## src/hw/paillier_pkg.sv

```systemverilog
package paillier_pkg;

  // Word size of all modular arithmetic
  localparam int word_width = 32;

  // Public key, n = 251 * 241
  localparam logic [15:0] n_value = 16'd60491;

  // All arithmetic is done modulo n squared, which fits in one word
  localparam logic [31:0] n_squared = 32'd3659161081;

  localparam int n_bits = 16;           // Exponent bits scanned in n
  localparam int candidate_count = 10;  // Digits '0' to '9'

  // Design LFSR reset state
  localparam logic [15:0] lfsr_seed = 16'hACE1;

  typedef logic [word_width-1:0] word_t;

  // Candidate number taken from one ASCII digit
  typedef logic [3:0] vote_t;

  typedef word_t cipher_t;  // Same size as an arithmetic word

endpackage

```

## src/hw/modmul_if.sv

```systemverilog
`timescale 1ns/10ps

interface modmul_if import paillier_pkg::*;
  ();

  logic  req_valid;
  logic  req_ready;
  word_t a;
  word_t b;

  // Response is a one-cycle pulse with no back-pressure
  logic  rsp_valid;
  word_t product;

  modport requester (
    output req_valid, a, b,
    input  req_ready, rsp_valid, product
  );

  modport multiplier (
    input  req_valid, a, b,
    output req_ready, rsp_valid, product
  );

endinterface

```

## src/hw/vote_processor.sv

```systemverilog
`timescale 1ns/10ps

module vote_processor import paillier_pkg::*; (
  input  logic       clk_100mhz,
  input  logic       sys_rst,
  input  logic [7:0] byte_data,
  input  logic       byte_valid,
  output logic       byte_ready,
  output vote_t      vote,
  output logic       vote_valid,
  input  logic       vote_ready
);

  logic [7:0] digit;
  logic       is_digit;

  // Bytes below '0' wrap to large values and fail the range check
  assign digit = byte_data - 8'h30;
  assign is_digit = (digit < candidate_count);

  // Output register can take a byte when empty or being drained
  assign byte_ready = !vote_valid || vote_ready;

  always_ff @(posedge clk_100mhz) begin
    if (sys_rst) begin
      vote_valid <= 1'b0;
    end else if (byte_ready) begin
      vote_valid <= byte_valid && is_digit;  // Other bytes are absorbed
    end
  end

  always_ff @(posedge clk_100mhz) begin
    if (byte_valid && byte_ready && is_digit) begin
      vote <= digit[3:0];
    end
  end

endmodule

```

## src/hw/elastic_buffer.sv

```systemverilog
`timescale 1ns/10ps

module elastic_buffer #(
  parameter type payload_t = logic [7:0]
) (
  input  logic     clk_100mhz,
  input  logic     sys_rst,
  input  payload_t in_data,
  input  logic     in_valid,
  output logic     in_ready,
  output payload_t out_data,
  output logic     out_valid,
  input  logic     out_ready
);

  payload_t   mem [2];
  logic       wr_ptr;
  logic       rd_ptr;
  logic [1:0] count;  // Entries held, 0 to 2
  logic       push;
  logic       pop;

  assign in_ready = (count != 2'd2);
  assign out_valid = (count != 2'd0);
  assign out_data = mem[rd_ptr];

  assign push = in_valid && in_ready;
  assign pop = out_valid && out_ready;

  always_ff @(posedge clk_100mhz) begin
    if (sys_rst) begin
      wr_ptr <= 1'b0;
      rd_ptr <= 1'b0;
      count <= 2'd0;
    end else begin
      if (push) wr_ptr <= ~wr_ptr;
      if (pop) rd_ptr <= ~rd_ptr;
      count <= count + {1'b0, push} - {1'b0, pop};  // Push and pop may coincide
    end
  end

  always_ff @(posedge clk_100mhz) begin
    if (push) begin
      mem[wr_ptr] <= in_data;
    end
  end

endmodule

```

## src/hw/rng_lfsr.sv

```systemverilog
`timescale 1ns/10ps

module rng_lfsr import paillier_pkg::*; (
  input  logic  clk_100mhz,
  input  logic  sys_rst,
  input  logic  step,
  output word_t value
);

  logic [15:0] state;
  logic        feedback;
  logic [15:0] reduced;

  // Taps 16, 14, 13, 11
  assign feedback = state[15] ^ state[13] ^ state[12] ^ state[10];

  // State is below 2n, one subtraction brings it under n
  assign reduced = (state < n_value) ? state : state - n_value;
  assign value = word_t'(reduced);

  always_ff @(posedge clk_100mhz) begin
    if (sys_rst) begin
      state <= lfsr_seed;
    end else if (step) begin
      state <= {state[14:0], feedback};
    end
  end

endmodule

```

## src/hw/mod_multiplier.sv

```systemverilog
`timescale 1ns/10ps

module mod_multiplier import paillier_pkg::*; (
  input logic          clk_100mhz,
  input logic          sys_rst,
  modmul_if.multiplier mul
);

  typedef enum logic [1:0] {mul_idle, mul_load, mul_run} mul_state_t;

  mul_state_t state;
  word_t      a_reg;
  word_t      b_reg;   // Shifted left, MSB is the current bit
  word_t      acc;
  logic [4:0] bit_count;

  // One extra bit for the intermediate sums
  logic [word_width:0] doubled;
  logic [word_width:0] doubled_red;
  logic [word_width:0] summed;
  logic [word_width:0] summed_red;

  assign mul.req_ready = (state == mul_idle);
  assign mul.product = acc;

  // Double, reduce, conditionally add a, reduce again
  always_comb begin
    doubled = {acc, 1'b0};
    if (doubled >= {1'b0, n_squared}) begin
      doubled_red = doubled - {1'b0, n_squared};
    end else begin
      doubled_red = doubled;
    end
    summed = doubled_red + (b_reg[word_width-1] ? {1'b0, a_reg} : '0);
    if (summed >= {1'b0, n_squared}) begin
      summed_red = summed - {1'b0, n_squared};
    end else begin
      summed_red = summed;
    end
  end

  always_ff @(posedge clk_100mhz) begin
    if (sys_rst) begin
      state <= mul_idle;
      bit_count <= '0;
      mul.rsp_valid <= 1'b0;
    end else begin
      mul.rsp_valid <= 1'b0;
      case (state)
        mul_idle: if (mul.req_valid) state <= mul_load;
        mul_load: begin
          bit_count <= '0;
          state <= mul_run;
        end
        mul_run: begin
          bit_count <= bit_count + 5'd1;
          if (bit_count == 5'd31) begin  // Last of 32 iterations
            state <= mul_idle;
            mul.rsp_valid <= 1'b1;
          end
        end
        default: state <= mul_idle;
      endcase
    end
  end

  always_ff @(posedge clk_100mhz) begin
    if (state == mul_idle && mul.req_valid) begin
      a_reg <= mul.a;
      b_reg <= mul.b;
    end else if (state == mul_load) begin
      // One subtraction is enough since any word is below 2 * n squared
      if (a_reg >= n_squared) a_reg <= a_reg - n_squared;
      acc <= '0;
    end else if (state == mul_run) begin
      acc <= summed_red[word_width-1:0];
      b_reg <= b_reg << 1;
    end
  end

endmodule

```

## src/hw/mod_exponentiator.sv

```systemverilog
`timescale 1ns/10ps

module mod_exponentiator import paillier_pkg::*; (
  input  logic  clk_100mhz,
  input  logic  sys_rst,
  input  word_t base,
  input  logic  start_valid,
  output logic  start_ready,
  output logic  done_valid,
  output word_t result,
  input  logic  done_ready
);

  typedef enum logic [1:0] {exp_idle, exp_issue, exp_wait, exp_done} exp_state_t;
  typedef logic [$clog2(n_bits)-1:0] bit_idx_t;

  exp_state_t state;
  bit_idx_t   bit_idx;     // Exponent bit being processed
  logic       mult_step;   // High while multiplying by the base
  word_t      base_reg;
  word_t      acc;

  modmul_if mm_bus ();

  mod_multiplier u_mul (
    .clk_100mhz (clk_100mhz),
    .sys_rst    (sys_rst),
    .mul        (mm_bus.multiplier)
  );

  assign start_ready = (state == exp_idle);
  assign done_valid = (state == exp_done);
  assign result = acc;

  // Square uses acc twice, multiply uses the base
  assign mm_bus.req_valid = (state == exp_issue);
  assign mm_bus.a = acc;
  assign mm_bus.b = mult_step ? base_reg : acc;

  always_ff @(posedge clk_100mhz) begin
    if (sys_rst) begin
      state <= exp_idle;
      bit_idx <= '0;
      mult_step <= 1'b0;
    end else begin
      case (state)
        exp_idle: begin
          if (start_valid) begin
            bit_idx <= bit_idx_t'(n_bits - 1);  // Left to right, MSB first
            mult_step <= 1'b0;
            state <= exp_issue;
          end
        end
        exp_issue: if (mm_bus.req_ready) state <= exp_wait;
        exp_wait: begin
          if (mm_bus.rsp_valid) begin
            if (!mult_step && n_value[bit_idx]) begin
              mult_step <= 1'b1;  // Set bit, multiply after the squaring
              state <= exp_issue;
            end else begin
              mult_step <= 1'b0;
              if (bit_idx == '0) begin
                state <= exp_done;
              end else begin
                bit_idx <= bit_idx - 1'b1;
                state <= exp_issue;
              end
            end
          end
        end
        exp_done: if (done_ready) state <= exp_idle;
        default: state <= exp_idle;
      endcase
    end
  end

  always_ff @(posedge clk_100mhz) begin
    if (state == exp_idle && start_valid) begin
      base_reg <= base;
      acc <= word_t'(1);
    end else if (state == exp_wait && mm_bus.rsp_valid) begin
      acc <= mm_bus.product;
    end
  end

endmodule

```

## src/hw/candidate_encryptor.sv

```systemverilog
`timescale 1ns/10ps

module candidate_encryptor import paillier_pkg::*; (
  input  logic    clk_100mhz,
  input  logic    sys_rst,
  input  vote_t   vote,
  input  logic    vote_valid,
  output logic    vote_ready,
  output cipher_t cipher,
  output logic    cipher_valid,
  input  logic    cipher_ready
);

  typedef enum logic [2:0] {
    enc_idle, enc_start, enc_expo, enc_mult, enc_wait, enc_hold
  } enc_state_t;

  enc_state_t state;
  logic       lfsr_step;
  word_t      r_value;
  logic       expo_start_ready;
  logic       expo_done_valid;
  word_t      rn_result;
  word_t      rn_reg;     // r^n mod n^2
  word_t      plain_reg;  // 1 + m*n
  cipher_t    cipher_reg;

  modmul_if final_mul ();

  rng_lfsr u_rng (
    .clk_100mhz (clk_100mhz),
    .sys_rst    (sys_rst),
    .step       (lfsr_step),
    .value      (r_value)
  );

  mod_exponentiator u_expo (
    .clk_100mhz  (clk_100mhz),
    .sys_rst     (sys_rst),
    .base        (r_value),
    .start_valid (state == enc_start),
    .start_ready (expo_start_ready),
    .done_valid  (expo_done_valid),
    .result      (rn_result),
    .done_ready  (state == enc_expo)
  );

  mod_multiplier u_final_mul (
    .clk_100mhz (clk_100mhz),
    .sys_rst    (sys_rst),
    .mul        (final_mul.multiplier)
  );

  assign vote_ready = (state == enc_idle);
  assign lfsr_step = vote_valid && vote_ready;  // Fresh r for each vote
  assign cipher_valid = (state == enc_hold);
  assign cipher = cipher_reg;

  assign final_mul.req_valid = (state == enc_mult);
  assign final_mul.a = rn_reg;
  assign final_mul.b = plain_reg;

  always_ff @(posedge clk_100mhz) begin
    if (sys_rst) begin
      state <= enc_idle;
    end else begin
      case (state)
        enc_idle: if (vote_valid) state <= enc_start;
        enc_start: if (expo_start_ready) state <= enc_expo;
        enc_expo: if (expo_done_valid) state <= enc_mult;
        enc_mult: if (final_mul.req_ready) state <= enc_wait;
        enc_wait: if (final_mul.rsp_valid) state <= enc_hold;
        enc_hold: if (cipher_ready) state <= enc_idle;
        default: state <= enc_idle;
      endcase
    end
  end

  always_ff @(posedge clk_100mhz) begin
    // m*n + 1 stays below n^2, no reduction
    if (lfsr_step) plain_reg <= word_t'(vote) * word_t'(n_value) + word_t'(1);
    if (state == enc_expo && expo_done_valid) rn_reg <= rn_result;
    if (state == enc_wait && final_mul.rsp_valid) cipher_reg <= final_mul.product;
  end

endmodule

```

## src/hw/vote_encryptor_top.sv

```systemverilog
`timescale 1ns/10ps

module vote_encryptor_top import paillier_pkg::*; (
  input  logic        clk_100mhz,
  input  logic        sys_rst,
  input  logic [7:0]  vote_byte,
  input  logic        vote_valid,
  output logic        vote_ready,
  output logic [31:0] cipher_data,
  output logic        cipher_valid,
  input  logic        cipher_ready
);

  // Filtered votes
  vote_t   proc_vote;
  logic    proc_valid;
  logic    proc_ready;

  // Vote buffer to encryptor
  vote_t   buf_vote;
  logic    buf_vote_valid;
  logic    buf_vote_ready;

  // Encryptor to cipher buffer
  cipher_t enc_cipher;
  logic    enc_valid;
  logic    enc_ready;

  vote_processor u_vote_processor (
    .clk_100mhz (clk_100mhz),
    .sys_rst    (sys_rst),
    .byte_data  (vote_byte),
    .byte_valid (vote_valid),
    .byte_ready (vote_ready),
    .vote       (proc_vote),
    .vote_valid (proc_valid),
    .vote_ready (proc_ready)
  );

  elastic_buffer #(.payload_t(vote_t)) u_vote_buffer (
    .clk_100mhz (clk_100mhz),
    .sys_rst    (sys_rst),
    .in_data    (proc_vote),
    .in_valid   (proc_valid),
    .in_ready   (proc_ready),
    .out_data   (buf_vote),
    .out_valid  (buf_vote_valid),
    .out_ready  (buf_vote_ready)
  );

  candidate_encryptor u_encryptor (
    .clk_100mhz   (clk_100mhz),
    .sys_rst      (sys_rst),
    .vote         (buf_vote),
    .vote_valid   (buf_vote_valid),
    .vote_ready   (buf_vote_ready),
    .cipher       (enc_cipher),
    .cipher_valid (enc_valid),
    .cipher_ready (enc_ready)
  );

  elastic_buffer #(.payload_t(cipher_t)) u_cipher_buffer (
    .clk_100mhz (clk_100mhz),
    .sys_rst    (sys_rst),
    .in_data    (enc_cipher),
    .in_valid   (enc_valid),
    .in_ready   (enc_ready),
    .out_data   (cipher_data),
    .out_valid  (cipher_valid),
    .out_ready  (cipher_ready)
  );

endmodule

```

## config.mk

```make
export PLATFORM = sky130hd
export DESIGN_NAME = vote_encryptor_top
export DESIGN_NICKNAME = d
export VERILOG_FILES = /design/src/hw/paillier_pkg.sv /design/src/hw/modmul_if.sv /design/src/hw/vote_processor.sv /design/src/hw/elastic_buffer.sv /design/src/hw/rng_lfsr.sv /design/src/hw/mod_multiplier.sv /design/src/hw/mod_exponentiator.sv /design/src/hw/candidate_encryptor.sv /design/src/hw/vote_encryptor_top.sv
export SDC_FILE = /design/constraint.sdc
export NUM_CORES = 1
export LEC_CHECK = 0
export BUFFER_PORTS_ARGS = -buffer_cell sky130_fd_sc_hd__buf_4
export CORE_MARGIN = 8
export CORE_UTILIZATION = 46
export DETAILED_ROUTE_END_ITERATION = 7
export GPL_ROUTABILITY_DRIVEN = 0
export GPL_TIMING_DRIVEN = 0
export SLEW_MARGIN = 20
export SYNTH_ARGS = -nofsm -noshare
export SYNTH_HDL_FRONTEND = slang
export SYNTH_SLANG_ARGS = --single-unit
```

## constraint.sdc

```tcl
create_clock -name clk_100mhz -period 15.7 [get_ports clk_100mhz]
set_input_delay 0.785 -clock clk_100mhz [delete_from_list [all_inputs] [get_ports clk_100mhz]]
set_output_delay 0.785 -clock clk_100mhz [all_outputs]
set_load 0.1 [all_outputs]
```

### After elaboration in Yosys (flattened, before gate mapping)

Memory sizes are Yosys's and may differ from the RTL's. A register that Yosys moved wholly into a read port is not among the register bits.
Index checks and enable logic that the tools add are counted.

| word-level totals | value |
|---|---|
| register bits after elaboration | 391 |
| bits in writable memories | 72 |
| bits in read-only memories | 16 |
| input port bits | 12 |
| output and inout port bits | 34 |
| word-level logic and storage cells | 219 |
| memories kept | 3 |

| cells by class | value |
|---|---|
| $add $sub $neg | 18 |
| multiply operators | 1 |
| order comparisons | 9 |
| equal/unequal tests | 34 |
| mux-type cells | 66 |
| bitwise gates (word level) | 11 |
| reduce and logical (&&, ||, !) cells | 47 |

Memory list:

| memory | words | bits a word | read ports | clocked after memory_dff | write ports | RTL line | source |
|---|---|---|---|---|---|---|---|
| u_cipher_buffer.mem | 2 | 32 | 1 | 1 | 1 | elastic_buffer.sv:16 | `payload_t mem [2];` |
| (name not given) | 16 | 1 | 1 | 1 | 0 | mod_exponentiator.sv:57 | `if (!mult_step && n_value[bit_idx]) begin` |
| u_vote_buffer.mem | 2 | 4 | 1 | 1 | 1 | elastic_buffer.sv:16 |  |

Operator list:

| cell | count |
|---|---|
| $mux W32 | 19 |
| $ge A33 B32 Y1 const B | 4 |
| $sub A32 B32 Y32 const B | 4 |
| $add A33 B32 Y33 | 2 |
| $mux W33 | 2 |
| $sub A33 B32 Y33 const B | 2 |
| $ge A32 B32 Y1 const B | 2 |
| $mux W4 | 6 |
| $ne A2 B2 Y1 const B | 12 |
| $reduce_bool A2 Y1 | 11 |
| $add A20 B1 Y21 const B | 1 |
| $mul A4 B16 Y20 const B | 1 |
| $mux W2 | 10 |
| $pmux W5 S2 | 2 |
| $mux W3 | 6 |
| $pmux W3 S6 | 1 |
| $lt A16 B16 Y1 const B | 1 |
| $mux W16 | 1 |
| $ne A2 B1 Y1 const B | 8 |
| $reduce_and A2 Y1 | 8 |
| $sub A16 B16 Y16 const B | 1 |
| $logic_and A1 B1 Y1 | 14 |
| $mux W1 | 14 |
| $pmux W2 S3 | 2 |
| 28 further kinds | 52 |

### Longest topological paths before layout

| depth | value |
|---|---|
| word-level depth | 8 |
| gate-level depth with buffers | 27 |
| gate-level depth less buffers | 23 |

### Cells and area by module

A second synthesis with hierarchy kept.

| unflattened totals | value |
|---|---|
| cells, all modules | 2849 |
| area total of the unflattened synthesis | 29629.7 µm² |

Modules (own cells, without submodules):

| module | instances | cells each | area an instance (µm²) | seq. area each (µm²) |
|---|---|---|---|---|
| mod_multiplier at u_encryptor.u_final_mul | 1 | 1005 | 9192.6 | 3042.9 |
| mod_multiplier at u_encryptor.u_expo.u_mul | 1 | 1004 | 8963.6 | 3042.9 |
| candidate_encryptor | 1 | 267 | 3985.1 | 2612.5 |
| mod_exponentiator | 1 | 267 | 2930.3 | 1761.7 |
| elastic_buffer at u_cipher_buffer | 1 | 124 | 2677.6 | 2021.9 |
| rng_lfsr | 1 | 135 | 1139.8 | 320.3 |
| elastic_buffer at u_vote_buffer | 1 | 36 | 523.0 | 340.3 |
| vote_processor | 1 | 11 | 217.7 | 140.1 |

### Least setup slack after synthesis

Ideal clock, no wire load.

| timing | value |
|---|---|
| path type | register -> register |
| start | register u_encryptor.u_expo.u_mul.acc[20] (netlist: u_encryptor.u_expo.u_mul.mul.product[20]) |
| end | register u_encryptor.u_expo.u_mul.acc[21] (netlist: u_encryptor.u_expo.u_mul.mul.product[21]), data pin |
| setup time | 262 ps |
| arrival | 5356 ps |
| required time | 15438 ps |
| slack | 10082 ps |
| stages on the path, launching flop included | 23 |
| path buffers | 4 |
| clock period less this slack | 5618 ps |
| cell sequence | edfxtp_1 -> clkbuf_1 -> or4_1 -> a31oi_1 -> o211a_1 -> or2_2 -> clkbuf_1 -> inv_1 -> clkbuf_1 -> xnor2_1 -> inv_1 -> fa_1 -> nand2b_1 -> a21oi_1 -> xor2_1 -> nand3_2 -> o41ai_1 -> and4_1 -> o31ai_2 -> a211oi_2 -> nand2_1 -> buf_6 -> a311o_2 |

| on the way | value |
|---|---|
| word-level cells in the longest chain between the ends | 6 |

Ends and longest elaborated chain:

| element | RTL line | source |
|---|---|---|
| start, declared | mod_multiplier.sv:14 | `word_t acc;` |
| start signal, assigned | mod_multiplier.sv:76 | `acc <= summed_red[word_width-1:0];` |
| $sub A33 B32 Y33 or $ge A33 B32 Y1 (tied branches) | mod_multiplier.sv:30, mod_multiplier.sv:29 |  |
| $mux W33 * | mod_multiplier.sv:29 | `if (doubled >= {1'b0, n_squared}) begin` |
| $add A33 B32 Y33 * | mod_multiplier.sv:34 | `summed = doubled_red + (b_reg[word_width-1] ? {1'b0, a_reg} : '0);` |
| $sub A32 B32 Y32 or $ge A33 B32 Y1 (tied branches) | mod_multiplier.sv:36, mod_multiplier.sv:35 |  |
| $mux W32 * | mod_multiplier.sv:35 | `if (summed >= {1'b0, n_squared}) begin` |
| $mux W32 * | mod_multiplier.sv:75 | `end else if (state == mul_run) begin` |

Every way passes the cells marked *; elsewhere a longest branch is shown, timed or not. The select of a mux whose other input is x is not followed.
A chain may end at the register's enable or synchronous reset.

### Worst setup path after layout

| timing | value |
|---|---|
| start | register u_encryptor.u_expo.u_mul.acc[0] (netlist: u_encryptor.u_expo.u_mul.mul.product[0]) |
| end | register u_encryptor.u_expo.u_mul.acc[16] (netlist: u_encryptor.u_expo.u_mul.mul.product[16]), data pin |

Same word-level chain as after synthesis.

==> results_dict.tcl <==
set metrics [dict create \
    outcome "finished, final reports clean" \
    pin_count 46 \
    synth_xor_area_share_pct 5.98 \
    final_common_cell "edfxtp_1" \
    final_cell_mix "edfxtp_1 (369), nand2_1 (339), nor2_1 (291), a21oi_1 (242), ha_1 (119)" \
    synthDistinctLibCells 119 \
    max_freq_mhz 126 \
    fin_nets 3188 \
    area_delta_synth_final_pct 11.2 \
    critical_path.max_stage_delay_ps 890 \
    yosysTopAreaCell "edfxtp_1" \
    synth.area.mux_share_pct 4.39 \
    fillers 5653 \
    synth-simple-area-share_pct 19.7 \
    cp-end-kind "register" \
    cts_root_buf "clkbuf_16" \
    postCtsSetupBuffers 0 \
    crit_family "compound AO/OA/AOI/OAI gates" \
    grt_max_degree 33 \
    worst-path-max-fanout 10 \
    report.final.slew_viol_count 0 \
    ys_dominant_reg_cell "edfxtp_1" \
    vias 22700 \
    avgRoutedWirePerCell_um 19.7 \
    relSlewSlack_pct 34.9 \
    io_buffers 44 \
    dpl_cell_area_mm2 0.0302 \
    first_global_vias 21900 \
    multi_input_area_mm2 0.0150 \
    regMostFlops "u_cipher_buffer.mem" \
    fp.dieW_um 266 \
    synth_seq_area_share_pct 44.6 \
    hold_buffers 0 \
    grt_use_total_pct 21.1 \
    worst_pin_slew_ps 950 \
    place_hpwl_um 59800 \
    drive_gt1_share_pct 10.8 \
    skew_ps 26.4 \
    vias_per_cell 5.80 \
    cp_data_arrival_time_ps 8190 \
    numCtsBuffers 46 \
    worstPathCellList "inv_1, ha_1, o31ai_1, nand2_1, o211a_1, or2_2, clkbuf_1, inv_1, clkbuf_1, ha_1, inv_1, fa_1, nand2b_1, a21oi_1, xor2_1, nand3_2, o41ai_1, and4_1, o31ai_2, a211oi_2, and2_1, buf_4, buf_2, o311ai_0" \
    htreeDepth 2 \
    clk_path_buf_depth 3 \
    syn_area_mm2 0.0287 \
    cp_slowest_cell "o41ai_1" \
    die-area_mm2 0.0706 \
    drtPass1Iterations 8 \
    finalSetupViolCount 0 \
    synth_top_family_by_area "simple AND/OR/NAND/NOR gates" \
    drtAntennaViolNets 0 \
    largest_reg_flops 64 \
    grt_util_met2_pct 34.2 \
    drt_iter0_drc 1884 \
    final_util_pct 51.7 \
    final_cell_area_mm2 0.0319 \
    rsz0062_at_grt "no" \
    cts_resized 0 \
    grt_pass1_wl_um 120000 \
    grt_use_met1_pct 27.8 \
    cts.clk_slew.worst_paths_ps 60 \
    path_buf_inv 7 \
    synth_compound_area_share_pct 16.2 \
    tritoncts "yes" \
    start_util_pct 46.5 \
    syn_area_per_cell_um2 9.72 \
    seqCellArea_mm2 0.0128 \
    drt-total-wl_um 77200 \
    core-area_mm2 0.0617 \
    hp-class "in2reg" \
    maxCapViolations 0 \
    cp.required_ps 15960 \
    yosys_warnings 0 \
    yosysTopAreaCellShare_pct 38.6 \
    grt-ovfl-total 0 \
    async_flop_share_pct 0 \
    ys_ff_latch 455 \
    startpoint_type "register" \
    crit_type "reg2reg" \
    setup-tns-final_ps 0 \
    cts.sinks 455 \
    num_rows 91 \
    antenna_found_initial 0 \
    syn_nets 3090 \
    top_usage_layer "met2" \
    fin_crit_ps 7930 \
    final_hold_viol_count 0 \
    synth_edf_count 369 \
    cpMostUsedCell "inv_1" \
    die_y_um 266 \
    synth_area_leaders "edfxtp_1 (39%), dfxtp_1 (6.0%), ha_1 (5.2%)" \
    clock_latency_ps 590 \
    drc 0 \
    syn_inst 2951 \
    finalCritPeriodShare_pct 50.5 \
    grtUsageMet3_pct 4.18 \
    synthAdderAreaFrac_pct 5.75 \
]
-- metal layers --
layer	share of wire, %	wire length [um]	up-vias
met5	0	0	-
met4	3.5	2720	0
met3	6.7	5160	134
met2	46	35200	719
met1	44	34100	10900
li1	-	-	11000
-- cell families (layout without fill, tap and decap cells) --
| kind of cell | count (synthesis) | in the layout |
|---|---|---|
| and+or+nand+nor | 1151 | 1151 |
| xor gates and xnor gates | 194 | 194 |
| adders and majority gates | 127 | 127 |
| muxes | 115 | 115 |
| buffers and inverters | 215 | 350 |
| other | 0 | 1 |
| AOI/OAI and AO/OA | 694 | 694 |
| DFF | 455 | 455 |
-- final timing paths --
path / from / endpoint / slack [ps] / cells past startpoint
hold reg to reg: u_encryptor.cipher[14] / u_cipher_buffer.mem[0][14] / 440 / 0
hold / removal: vote_byte[0] / u_vote_processor.vote[0] / 380 / 1
setup reg to reg: u_encryptor.u_expo.u_mul.mul.product[0] / u_encryptor.u_expo.u_mul.mul.product[16] / 7770 / 24
setup / recovery: u_encryptor.u_expo.u_mul.mul.product[0] / u_encryptor.u_expo.u_mul.mul.product[16] / 7770 / 24
-- metrics by stage --
step                      worst slack (ps)  hold WS, ps  instances
after CTS                             7800          346       3923
final                                 7770          383       3924
after floorplan                      10080          421       2951
after global routing                  7440          355       3923
after detailed placement              7830          430       3838
after global placement                7990          423       3832
-- Yosys cell counts, types with 31 or more instances --
| master | count |
|---|---|
| a31oi_1 | 31 |
| nand2_1 | 341 |
| ha_1 | 119 |
| nor3_1 | 70 |
| xor2_1 | 87 |
| clkbuf_1 | 91 |
| mux2_2 | 71 |
| nand2b_1 | 52 |
| inv_1 | 74 |
| a21o_1 | 36 |
| nor2_1 | 291 |
| nand3_1 | 73 |
| o21ai_0 | 107 |
| xnor2_1 | 105 |
| edfxtp_1 | 369 |
| and2_1 | 101 |
| nor2b_1 | 39 |
| a21oi_1 | 244 |
| dfxtp_1 | 86 |
-- area by class of cell --
| cell class | instances | area share, % |
|---|---|---|
| clock inverter | 22 | 0.832 |
| antenna | 1 | 0.00785 |
| multi-input combinational | 2281 | 47.0 |
| sequential | 455 | 40.1 |
| clock buffer | 63 | 4.30 |
| tap | 837 | 3.28 |
| inverter | 75 | 0.883 |
| buffer | 140 | 2.10 |
| timing repair buffer | 50 | 1.48 |
Power is not shown: default switching activity piles up to over one toggle a cycle in this logic, so the estimate is an artifact.
